--- config.mk ---
export PLATFORM = sky130hd
export DESIGN_NAME = conv_layer_top
export DESIGN_NICKNAME = d
export VERILOG_FILES = /design/src/logic/conv_pkg.sv /design/src/logic/data_ram.sv /design/src/logic/apb_regs.sv /design/src/logic/window_sequencer.sv /design/src/logic/mac_unit.sv /design/src/logic/conv_layer_top.sv
export SDC_FILE = /design/constraint.sdc
export NUM_CORES = 2
export LEC_CHECK = 0
export ABC_AREA = 1
export BUFFER_PORTS_ARGS = -buffer_cell sky130_fd_sc_hd__buf_2
export CAP_MARGIN = 0
export CELL_PAD_IN_SITES_DETAIL_PLACEMENT = 0
export CELL_PAD_IN_SITES_GLOBAL_PLACEMENT = 1
export CORE_UTILIZATION = 45
export CTS_CLUSTER_DIAMETER = 120
export DETAILED_ROUTE_END_ITERATION = 16
export HOLD_SLACK_MARGIN = 0.03
export PLACE_DENSITY = 0.7
export REMOVE_ABC_BUFFERS = 1
export SLEW_MARGIN = 20
export SYNTH_ARGS = -nofsm -noshare
export SYNTH_HDL_FRONTEND = slang
export SYNTH_SLANG_ARGS = --single-unit
--- constraint.sdc ---
create_clock -name clk -period 9.35 [get_ports clk]
set_input_delay 0.935 -clock clk [delete_from_list [all_inputs] [get_ports clk]]
set_output_delay 0.935 -clock clk [all_outputs]
set_load 0.03 [all_outputs]
--- src/logic/conv_pkg.sv ---
package conv_pkg;

	localparam int KERNEL_SIZE = 3;
	localparam int KERNEL_TAPS = KERNEL_SIZE * KERNEL_SIZE; // taps per slice
	localparam int FM_SIZE_MAX = 8;
	localparam int FM_SIZE_MIN = 4;
	localparam int FM_DEPTH_MAX = 2;
	localparam int PARA_KERNEL = 2; // kernels computed side by side
	localparam int OUT_SIZE_MAX = FM_SIZE_MAX - KERNEL_SIZE + 1;

	// ram depths, weights and results are per kernel
	localparam int FM_WORDS = FM_DEPTH_MAX * FM_SIZE_MAX * FM_SIZE_MAX;
	localparam int WEIGHT_WORDS = FM_DEPTH_MAX * KERNEL_TAPS;
	localparam int RESULT_WORDS = OUT_SIZE_MAX * OUT_SIZE_MAX;

	localparam int DATA_WIDTH = 8;
	localparam int ACC_WIDTH = 20; // holds 18 full scale products

	typedef logic signed [DATA_WIDTH-1:0] sample_t;
	typedef logic signed [ACC_WIDTH-1:0] acc_t;
	typedef logic [$clog2(FM_WORDS)-1:0] fm_addr_t;
	typedef logic [$clog2(WEIGHT_WORDS)-1:0] w_addr_t;
	typedef logic [$clog2(RESULT_WORDS)-1:0] res_addr_t;
	typedef logic [$clog2(FM_SIZE_MAX+1)-1:0] fm_size_t;
	typedef logic [11:0] apb_addr_t;
	typedef logic [31:0] apb_data_t;

	typedef enum logic [1:0] {
		IDLE,
		RUN,
		DRAIN
	} seq_state_t;

	// paddr is a word address, one ram word per location
	localparam apb_addr_t REG_CTRL = 12'h000;
	localparam apb_addr_t REG_CFG = 12'h004;
	localparam apb_addr_t FM_BASE = 12'h100;
	localparam apb_addr_t WEIGHT_BASE = 12'h200;
	localparam apb_addr_t WEIGHT_STRIDE = 12'h080; // kernel 1 at 0x280
	localparam apb_addr_t RESULT_BASE = 12'h400;
	localparam apb_addr_t RESULT_STRIDE = 12'h100; // kernel 1 at 0x500

endpackage

--- src/logic/data_ram.sv ---
module data_ram #(
	parameter int DEPTH = 128,
	parameter int WIDTH = 8
) (
	input  logic clk,
	input  logic we_i,
	input  logic [$clog2(DEPTH)-1:0] waddr_i,
	input  logic [WIDTH-1:0] wdata_i,
	input  logic [$clog2(DEPTH)-1:0] raddr_i,
	output logic [WIDTH-1:0] rdata_o
);

	logic [WIDTH-1:0] mem [DEPTH];

	always_ff @(posedge clk) begin
		if (we_i) begin
			mem[waddr_i] <= wdata_i;
		end
	end

	// one cycle read latency
	always_ff @(posedge clk) begin
		rdata_o <= mem[raddr_i];
	end

endmodule

--- src/logic/apb_regs.sv ---
module apb_regs (
	input  logic clk,
	input  logic rst,
	input  logic psel_i,
	input  logic penable_i,
	input  logic pwrite_i,
	input  conv_pkg::apb_addr_t paddr_i,
	input  conv_pkg::apb_data_t pwdata_i,
	output conv_pkg::apb_data_t prdata_o,
	output logic pready_o,
	output logic pslverr_o,
	input  logic run_done_i,
	input  conv_pkg::fm_addr_t seq_fm_addr_i,
	input  conv_pkg::w_addr_t seq_w_addr_i,
	input  conv_pkg::sample_t fm_rdata_i,
	input  conv_pkg::sample_t w0_rdata_i,
	input  conv_pkg::sample_t w1_rdata_i,
	input  conv_pkg::acc_t res0_rdata_i,
	input  conv_pkg::acc_t res1_rdata_i,
	output logic start_o,
	output conv_pkg::fm_size_t fm_size_o,
	output logic depth_o, // slice count minus one
	output logic fm_we_o,
	output logic w0_we_o,
	output logic w1_we_o,
	output conv_pkg::fm_addr_t wr_addr_o,
	output conv_pkg::sample_t wr_data_o,
	output conv_pkg::fm_addr_t fm_raddr_o,
	output conv_pkg::w_addr_t w_raddr_o,
	output conv_pkg::res_addr_t res_raddr_o
);

	logic access;
	logic busy;
	logic done;
	logic rd_wait;
	logic ctrl_hit;
	logic cfg_hit;
	logic fm_hit;
	logic w_hit;
	logic res_hit;
	logic ram_hit;
	logic w_sel;
	logic res_sel;
	logic err;
	logic hold;
	conv_pkg::apb_addr_t fm_off;
	conv_pkg::apb_addr_t w_off;
	conv_pkg::apb_addr_t res_off;
	conv_pkg::fm_size_t size_wr;
	conv_pkg::sample_t w_rdata;
	conv_pkg::acc_t res_rdata;

	assign access = psel_i && penable_i;

	assign fm_off = paddr_i - conv_pkg::FM_BASE;
	assign w_off = paddr_i - conv_pkg::WEIGHT_BASE;
	assign res_off = paddr_i - conv_pkg::RESULT_BASE;

	assign ctrl_hit = (paddr_i == conv_pkg::REG_CTRL);
	assign cfg_hit = (paddr_i == conv_pkg::REG_CFG);
	assign fm_hit = (paddr_i >= conv_pkg::FM_BASE) && (fm_off < conv_pkg::FM_WORDS);
	assign w_hit = (paddr_i >= conv_pkg::WEIGHT_BASE)
		&& (w_off < conv_pkg::PARA_KERNEL * conv_pkg::WEIGHT_STRIDE)
		&& ((w_off % conv_pkg::WEIGHT_STRIDE) < conv_pkg::WEIGHT_WORDS);
	assign res_hit = (paddr_i >= conv_pkg::RESULT_BASE)
		&& (res_off < conv_pkg::PARA_KERNEL * conv_pkg::RESULT_STRIDE)
		&& ((res_off % conv_pkg::RESULT_STRIDE) < conv_pkg::RESULT_WORDS);
	assign w_sel = (w_off >= conv_pkg::WEIGHT_STRIDE); // kernel 1 window
	assign res_sel = (res_off >= conv_pkg::RESULT_STRIDE);
	assign ram_hit = fm_hit || w_hit || res_hit;

	// results are written by the engine only
	assign err = !(ctrl_hit || cfg_hit || ram_hit) || (ram_hit && busy) || (res_hit && pwrite_i);

	// first access cycle of a ram read waits for the registered read data
	assign hold = access && !pwrite_i && ram_hit && !busy && !rd_wait;
	assign pready_o = !hold;
	assign pslverr_o = access && err;

	assign fm_we_o = access && pwrite_i && fm_hit && !busy;
	assign w0_we_o = access && pwrite_i && w_hit && !w_sel && !busy;
	assign w1_we_o = access && pwrite_i && w_hit && w_sel && !busy;
	assign wr_addr_o = fm_hit ? conv_pkg::fm_addr_t'(fm_off)
		: conv_pkg::fm_addr_t'(w_off % conv_pkg::WEIGHT_STRIDE);
	assign wr_data_o = pwdata_i[conv_pkg::DATA_WIDTH-1:0];

	// sequencer owns the read ports during a run
	assign fm_raddr_o = busy ? seq_fm_addr_i : conv_pkg::fm_addr_t'(fm_off);
	assign w_raddr_o = busy ? seq_w_addr_i : conv_pkg::w_addr_t'(w_off);
	assign res_raddr_o = conv_pkg::res_addr_t'(res_off);

	always_comb begin
		if (pwdata_i[3:0] < conv_pkg::FM_SIZE_MIN) begin
			size_wr = conv_pkg::fm_size_t'(conv_pkg::FM_SIZE_MIN);
		end else if (pwdata_i[3:0] > conv_pkg::FM_SIZE_MAX) begin
			size_wr = conv_pkg::fm_size_t'(conv_pkg::FM_SIZE_MAX);
		end else begin
			size_wr = pwdata_i[3:0];
		end
	end

	always_ff @(posedge clk or negedge rst) begin
		if (!rst) begin
			busy <= 1'b0;
			done <= 1'b0;
			start_o <= 1'b0;
			rd_wait <= 1'b0;
			fm_size_o <= conv_pkg::fm_size_t'(conv_pkg::FM_SIZE_MAX);
			depth_o <= 1'b0;
		end else begin
			start_o <= 1'b0;
			rd_wait <= hold;
			if (run_done_i) begin
				busy <= 1'b0;
				done <= 1'b1;
			end
			if (access && pwrite_i && !busy) begin // ctrl and cfg frozen during a run
				if (ctrl_hit && pwdata_i[0]) begin
					start_o <= 1'b1;
					busy <= 1'b1;
					done <= 1'b0;
				end
				if (cfg_hit) begin
					fm_size_o <= size_wr;
					depth_o <= pwdata_i[4];
				end
			end
		end
	end

	assign w_rdata = w_sel ? w1_rdata_i : w0_rdata_i;
	assign res_rdata = res_sel ? res1_rdata_i : res0_rdata_i;

	always_comb begin
		prdata_o = '0;
		if (!err) begin
			if (ctrl_hit) begin
				prdata_o = conv_pkg::apb_data_t'({done, busy});
			end else if (cfg_hit) begin
				prdata_o = conv_pkg::apb_data_t'({depth_o, fm_size_o});
			end else if (fm_hit) begin
				prdata_o = {{(32-conv_pkg::DATA_WIDTH){fm_rdata_i[conv_pkg::DATA_WIDTH-1]}},
					fm_rdata_i};
			end else if (w_hit) begin
				prdata_o = {{(32-conv_pkg::DATA_WIDTH){w_rdata[conv_pkg::DATA_WIDTH-1]}}, w_rdata};
			end else if (res_hit) begin
				prdata_o = {{(32-conv_pkg::ACC_WIDTH){res_rdata[conv_pkg::ACC_WIDTH-1]}}, res_rdata};
			end
		end
	end

endmodule

--- src/logic/window_sequencer.sv ---
module window_sequencer (
	input  logic clk,
	input  logic rst,
	input  logic start_i,
	input  conv_pkg::fm_size_t fm_size_i,
	input  logic depth_i, // index of the last slice
	output conv_pkg::fm_addr_t fm_addr_o,
	output conv_pkg::w_addr_t w_addr_o,
	output logic tap_valid_o,
	output logic first_tap_o,
	output logic last_tap_o,
	output conv_pkg::res_addr_t res_addr_o,
	output logic run_done_o
);

	conv_pkg::seq_state_t state;
	logic [1:0] kx;
	logic [1:0] ky;
	logic slice;
	logic [2:0] ox;
	logic [2:0] oy;
	logic [2:0] out_last;
	logic [2:0] fm_x;
	logic [2:0] fm_y;
	logic drain_cnt;
	logic issue;
	logic kx_end;
	logic ky_end;
	logic slice_end;
	logic ox_end;
	logic oy_end;
	logic pos_first;
	logic pos_end;
	logic run_end;
	conv_pkg::res_addr_t pos_addr;

	assign out_last = 3'(fm_size_i - conv_pkg::KERNEL_SIZE); // last output index

	assign kx_end = (kx == 2'(conv_pkg::KERNEL_SIZE - 1));
	assign ky_end = (ky == 2'(conv_pkg::KERNEL_SIZE - 1));
	assign slice_end = (slice == depth_i);
	assign ox_end = (ox == out_last);
	assign oy_end = (oy == out_last);
	assign pos_first = (kx == 2'd0) && (ky == 2'd0) && !slice;
	assign pos_end = kx_end && ky_end && slice_end;
	assign run_end = pos_end && ox_end && oy_end;

	assign issue = (state == conv_pkg::RUN);

	// feature map layout is slice*64 + y*8 + x
	assign fm_x = ox + 3'(kx);
	assign fm_y = oy + 3'(ky);
	assign fm_addr_o = {slice, fm_y, fm_x};

	assign w_addr_o = conv_pkg::w_addr_t'(slice) * conv_pkg::w_addr_t'(conv_pkg::KERNEL_TAPS)
		+ conv_pkg::w_addr_t'(ky) * conv_pkg::w_addr_t'(conv_pkg::KERNEL_SIZE)
		+ conv_pkg::w_addr_t'(kx);

	assign pos_addr = conv_pkg::res_addr_t'(oy) * conv_pkg::res_addr_t'(conv_pkg::OUT_SIZE_MAX)
		+ conv_pkg::res_addr_t'(ox);

	always_ff @(posedge clk or negedge rst) begin
		if (!rst) begin
			state <= conv_pkg::IDLE;
			kx <= '0;
			ky <= '0;
			slice <= 1'b0;
			ox <= '0;
			oy <= '0;
			drain_cnt <= 1'b0;
			tap_valid_o <= 1'b0;
			first_tap_o <= 1'b0;
			last_tap_o <= 1'b0;
			run_done_o <= 1'b0;
		end else begin
			// strobes trail the address by the ram latency
			tap_valid_o <= issue;
			first_tap_o <= issue && pos_first;
			last_tap_o <= issue && pos_end;
			run_done_o <= 1'b0;
			case (state)
				conv_pkg::IDLE: begin
					if (start_i) begin
						state <= conv_pkg::RUN;
						kx <= '0;
						ky <= '0;
						slice <= 1'b0;
						ox <= '0;
						oy <= '0;
					end
				end
				conv_pkg::RUN: begin
					if (!kx_end) begin
						kx <= kx + 2'd1;
					end else begin
						kx <= '0;
						if (!ky_end) begin
							ky <= ky + 2'd1;
						end else begin
							ky <= '0;
							if (!slice_end) begin
								slice <= 1'b1; // next input slice, same position
							end else begin
								slice <= 1'b0;
								if (!ox_end) begin
									ox <= ox + 3'd1;
								end else begin
									ox <= '0;
									oy <= oy_end ? 3'd0 : oy + 3'd1;
								end
							end
						end
					end
					if (run_end) begin
						state <= conv_pkg::DRAIN;
						drain_cnt <= 1'b0;
					end
				end
				conv_pkg::DRAIN: begin
					// wait for the last read and the result write
					drain_cnt <= 1'b1;
					if (drain_cnt) begin
						state <= conv_pkg::IDLE;
						run_done_o <= 1'b1;
					end
				end
				default: state <= conv_pkg::IDLE;
			endcase
		end
	end

	always_ff @(posedge clk) begin
		res_addr_o <= pos_addr;
	end

endmodule

--- src/logic/mac_unit.sv ---
module mac_unit (
	input  logic clk,
	input  logic rst,
	input  logic tap_valid_i,
	input  logic first_tap_i,
	input  logic last_tap_i,
	input  conv_pkg::res_addr_t res_addr_i,
	input  conv_pkg::sample_t sample_i,
	input  conv_pkg::sample_t weight_i,
	output logic res_we_o,
	output conv_pkg::res_addr_t res_waddr_o,
	output conv_pkg::acc_t res_wdata_o
);

	logic signed [2*conv_pkg::DATA_WIDTH-1:0] prod;
	conv_pkg::acc_t acc;
	conv_pkg::acc_t acc_base;
	conv_pkg::acc_t acc_next;

	assign prod = sample_i * weight_i;
	assign acc_base = first_tap_i ? '0 : acc; // new window drops the old sum
	assign acc_next = acc_base + prod;

	always_ff @(posedge clk) begin
		if (tap_valid_i) begin
			acc <= acc_next;
		end
		if (tap_valid_i && last_tap_i) begin
			res_waddr_o <= res_addr_i;
			res_wdata_o <= acc_next; // includes the final product
		end
	end

	always_ff @(posedge clk or negedge rst) begin
		if (!rst) begin
			res_we_o <= 1'b0;
		end else begin
			res_we_o <= tap_valid_i && last_tap_i;
		end
	end

endmodule

--- src/logic/conv_layer_top.sv ---
module conv_layer_top (
	input  logic clk,
	input  logic rst,
	input  logic psel_i,
	input  logic penable_i,
	input  logic pwrite_i,
	input  conv_pkg::apb_addr_t paddr_i,
	input  conv_pkg::apb_data_t pwdata_i,
	output conv_pkg::apb_data_t prdata_o,
	output logic pready_o,
	output logic pslverr_o
);

	logic start;
	conv_pkg::fm_size_t fm_size;
	logic depth;
	logic run_done;
	logic fm_we;
	logic w_we [conv_pkg::PARA_KERNEL];
	conv_pkg::fm_addr_t wr_addr;
	conv_pkg::sample_t wr_data;
	conv_pkg::fm_addr_t fm_raddr;
	conv_pkg::w_addr_t w_raddr;
	conv_pkg::res_addr_t res_raddr;
	conv_pkg::sample_t fm_rdata;
	conv_pkg::sample_t w_rdata [conv_pkg::PARA_KERNEL];
	conv_pkg::acc_t res_rdata [conv_pkg::PARA_KERNEL];
	conv_pkg::fm_addr_t seq_fm_addr;
	conv_pkg::w_addr_t seq_w_addr;
	conv_pkg::res_addr_t seq_res_addr;
	logic tap_valid;
	logic first_tap;
	logic last_tap;

	apb_regs i_apb_regs (
		.clk           (clk),
		.rst           (rst),
		.psel_i        (psel_i),
		.penable_i     (penable_i),
		.pwrite_i      (pwrite_i),
		.paddr_i       (paddr_i),
		.pwdata_i      (pwdata_i),
		.prdata_o      (prdata_o),
		.pready_o      (pready_o),
		.pslverr_o     (pslverr_o),
		.run_done_i    (run_done),
		.seq_fm_addr_i (seq_fm_addr),
		.seq_w_addr_i  (seq_w_addr),
		.fm_rdata_i    (fm_rdata),
		.w0_rdata_i    (w_rdata[0]),
		.w1_rdata_i    (w_rdata[1]),
		.res0_rdata_i  (res_rdata[0]),
		.res1_rdata_i  (res_rdata[1]),
		.start_o       (start),
		.fm_size_o     (fm_size),
		.depth_o       (depth),
		.fm_we_o       (fm_we),
		.w0_we_o       (w_we[0]),
		.w1_we_o       (w_we[1]),
		.wr_addr_o     (wr_addr),
		.wr_data_o     (wr_data),
		.fm_raddr_o    (fm_raddr),
		.w_raddr_o     (w_raddr),
		.res_raddr_o   (res_raddr)
	);

	window_sequencer i_window_sequencer (
		.clk         (clk),
		.rst         (rst),
		.start_i     (start),
		.fm_size_i   (fm_size),
		.depth_i     (depth),
		.fm_addr_o   (seq_fm_addr),
		.w_addr_o    (seq_w_addr),
		.tap_valid_o (tap_valid),
		.first_tap_o (first_tap),
		.last_tap_o  (last_tap),
		.res_addr_o  (seq_res_addr),
		.run_done_o  (run_done)
	);

	// one sample per cycle, shared by both kernels
	data_ram #(.DEPTH(conv_pkg::FM_WORDS), .WIDTH(conv_pkg::DATA_WIDTH)) i_fm_ram (
		.clk     (clk),
		.we_i    (fm_we),
		.waddr_i (wr_addr),
		.wdata_i (wr_data),
		.raddr_i (fm_raddr),
		.rdata_o (fm_rdata)
	);

	for (genvar k = 0; k < conv_pkg::PARA_KERNEL; k++) begin : g_kernel
		logic res_we;
		conv_pkg::res_addr_t res_waddr;
		conv_pkg::acc_t res_wdata;

		data_ram #(.DEPTH(conv_pkg::WEIGHT_WORDS), .WIDTH(conv_pkg::DATA_WIDTH)) i_w_ram (
			.clk     (clk),
			.we_i    (w_we[k]),
			.waddr_i (wr_addr[$bits(conv_pkg::w_addr_t)-1:0]),
			.wdata_i (wr_data),
			.raddr_i (w_raddr),
			.rdata_o (w_rdata[k])
		);

		mac_unit i_mac_unit (
			.clk         (clk),
			.rst         (rst),
			.tap_valid_i (tap_valid),
			.first_tap_i (first_tap),
			.last_tap_i  (last_tap),
			.res_addr_i  (seq_res_addr),
			.sample_i    (fm_rdata),
			.weight_i    (w_rdata[k]),
			.res_we_o    (res_we),
			.res_waddr_o (res_waddr),
			.res_wdata_o (res_wdata)
		);

		data_ram #(.DEPTH(conv_pkg::RESULT_WORDS), .WIDTH(conv_pkg::ACC_WIDTH)) i_res_ram (
			.clk     (clk),
			.we_i    (res_we),
			.waddr_i (res_waddr),
			.wdata_i (res_wdata),
			.raddr_i (res_raddr),
			.rdata_o (res_rdata[k])
		);
	end

endmodule

==> reports/results.ini <==
[outcome]
outcome=finished, final reports clean

[worst_setup_path]
reg2reg_to=g_kernel[1].i_mac_unit.acc[18]$_DFFE_PP_
critPathCapture=g_kernel[1].i_mac_unit.acc[18]$_DFFE_PP_
arrival_ns=6.75
worstPathRequired_ns=9.95
cp-end-kind=flop
reg2regPathDepth=17
critical_path_class=reg2reg
crit_start=i_fm_ram.rdata_o[7]$_DFF_P_
r2r_start=i_fm_ram.rdata_o[7]$_DFF_P_
cp_max_fo=17
reg2reg_slack_ns=3.21
worstSetupStartpointType=flop

[cts]
clkTransAtPathRegs_ns=0.06
root_buffer=clkbuf_16
post_cts_buffers=0
cts_max_level=5
cts_sinks=2936
cts_hold_buf=0
cts_tree=yes
postCtsResizedCells=0
cts-buffers-inserted=314
clk_path_buf_depth=4
clkLatencyLatePin_ns=0.92

[power]
power_density_mw_per_mm2=196
leakagePower_nw=50.2
vdd_ir_drop_max_uv=157

[global_routing]
first_global_vias=76300
grt_start_max_net_pins=184
grt-ovfl-total=0
antenna_found_initial=7
grt_usage_pct=24.7
grt_pass1_wl_um=511000

[die]
rows=192
dieHeight_um=529
die_area_mm2=0.279
fp.dieW_um=529
initial_utilization_pct=45.4
core_region_area_mm2=0.275
num_io_pins=83

[synth]
synth_seq_area_share_pct=70.0
ys_ff_latch=2936
ys_warn_count=0
synth_edf_count=2838
syn_area_mm2=0.125
synth_ff_type=edfxtp_1
synthCells=9965
async_flop_share_pct=0.954
avgSynthCellArea_um2=12.5
synth.distinct_cells=54

[sta]
worst_pin_slew_ns=1.10
maxSlewHeadroom_pct=26.4
skew_ns=0.0483
fin_crit_sh_pct=65.7
rsz0062_at_grt=no
setup_violations=0
setup_ws_ns=3.21
finalMaxSlewViolations=0
hold_viol=0
max_freq_ghz=0.163
min_period_ns=6.14
hold_ws_ns=0.0983

[placement]
numPortBuffers=58
dp_hpwl_um=189000
gp_congestion=0.846
place_ws_ns=3.23
dpl_cell_area_mm2=0.129
dp.cells=13300

[cells_and_area]
drive_gt1_share_pct=7.75
final_cell_mix=edfxtp_1, nand2_1, nand3_1, inv_1, a22oi_1
final_common_cell=edfxtp_1
nets=10300
final_cells=13900
fillers=23500
areaGrowthSynthToFinish_pct=11.4
fin_util_pct=50.6
fin_area_mm2=0.139

[routing]
drt_iter0_markers=7676
wire_per_inst_um=25.2
antenna_left=0
drc=0
dr.pass1.iters=5
routed_wl_um=349000
via_per_inst=5.62
routed-via-count=77900

[job]
maxCapViolations=0

[min_path]
hold_class=in2async

## where the power goes
part,internal (mW),total [mW],switching [mW]
clock network,6.99,12.1,5.12
logic,0.185,0.768,0.582
registers,14.3,14.3,0.0120
## synth_stat cells (26+ instances only)
cell type  number  area share, %
buf_4          41           0.25
nand4_1        91           0.46
o21ai_1        60           0.24
nor3_1         38           0.15
fa_1          182            2.9
a31oi_1        37           0.19
edfxtp_1     2838             68
buf_1          43           0.13
xnor2_1        26           0.18
dfxtp_1        70            1.1
dfrtp_1        27           0.54
buf_2         265            1.1
or2_2          34           0.17
inv_1         852            2.6
ha_1          113            1.1
o211ai_1      133           0.80
a21oi_1       100           0.40
nand3_1      1096            4.4
a41oi_1        54           0.38
nand3b_1      362            2.2
clkbuf_1      244           0.73
xor2_1         32           0.22
o21ai_0       203           0.81
a22oi_1       434            2.6
nand2_1      2051            6.2
nor2_1        459            1.4
## final cells by class
class	instances	area, um^2	share of cell area [%]
Antenna cell	7	17.5	0.0126
Clock buffer	406	8500	6.12
Clock inverter	159	1450	1.04
Inverter	869	3290	2.37
Multi-Input combinational cell	5564	31800	22.9
Sequential cell	2936	87300	62.8
Tap cell	3686	4610	3.32
Timing Repair Buffer	229	1920	1.38
## worst min path at each step
stage	from	end	slack, ns	cells past startpoint
after floorplan	i_window_sequencer.res_addr_o[0]$_DFF_P_	g_kernel[0].i_mac_unit.res_waddr_o[0]$_DFFE_PP_	0.39	0
after global placement	i_window_sequencer.res_addr_o[3]$_DFF_P_	g_kernel[0].i_mac_unit.res_waddr_o[3]$_DFFE_PP_	0.39	0
after detailed placement	i_window_sequencer.res_addr_o[5]$_DFF_P_	g_kernel[0].i_mac_unit.res_waddr_o[5]$_DFFE_PP_	0.39	0
after CTS	rst	i_window_sequencer.oy[2]$_DFFE_PN0P_	0.07	1
after global routing	rst	i_window_sequencer.ox[1]$_DFFE_PN0P_	0.13	1
final	rst	i_window_sequencer.ox[1]$_DFFE_PN0P_	0.1	1
## sequential cells by signal (all words and copies together) (netlist names), 8 cells and up
| name | flops |
|---|---|
| g_kernel.i_mac_unit.res_wdata_o | 40 |
| g_kernel.i_w_ram.mem | 288 |
| g_kernel.i_res_ram.mem | 1440 |
| i_fm_ram.mem | 1024 |
| g_kernel.i_res_ram.rdata_o | 40 |
| g_kernel.i_w_ram.rdata_o | 16 |
| i_fm_ram.rdata_o | 8 |
| g_kernel.i_mac_unit.acc | 40 |
## kinds of logic after synthesis
logic type | count (synthesis) | synth area share [%]
XOR/XNOR | 58 | 0.407
buffers and inverters | 1465 | 4.81
AO/OA/AOI/OAI | 1061 | 5.70
adder cells (fa/ha/maj) | 295 | 4.05
AND/OR/NAND/NOR | 4150 | 15.0
flip-flops | 2936 | 70.0
## routing by layer
layer	vias to the layer above	part of all wire (%)	track usage [%]
li1	35300	-	-
met1	39300	41	33.6
met2	2744	49	41.1
met3	584	6.8	3.11
met4	0	3.2	8.05
met5	-	0	0
## worst max-delay path, stage by stage (launching register included)
cell	delay (ns)
dfxtp_1	0.82
nand2_1	0.18
inv_1	0.58
fa_1	0.55
inv_1	0.10
fa_1	0.45
fa_1	0.55
inv_1	0.05
fa_1	0.44
ha_1	0.29
ha_1	0.37
nand2_1	0.10
nor2_1	0.17
nand3_1	0.11
nand3_1	0.14
a21oi_1	0.08
o21ai_0	0.19
xor2_1	0.68
## through the flow
step / TNS [ns] / total power, mW
after floorplan: -43.56 / 15.0
after global placement: 0 / 15.4
after detailed placement: 0 / 15.4
after CTS: 0 / 27.4
after global routing: 0 / 27.9
final: 0 / 27.2
(Power assumes the default switching activity.)
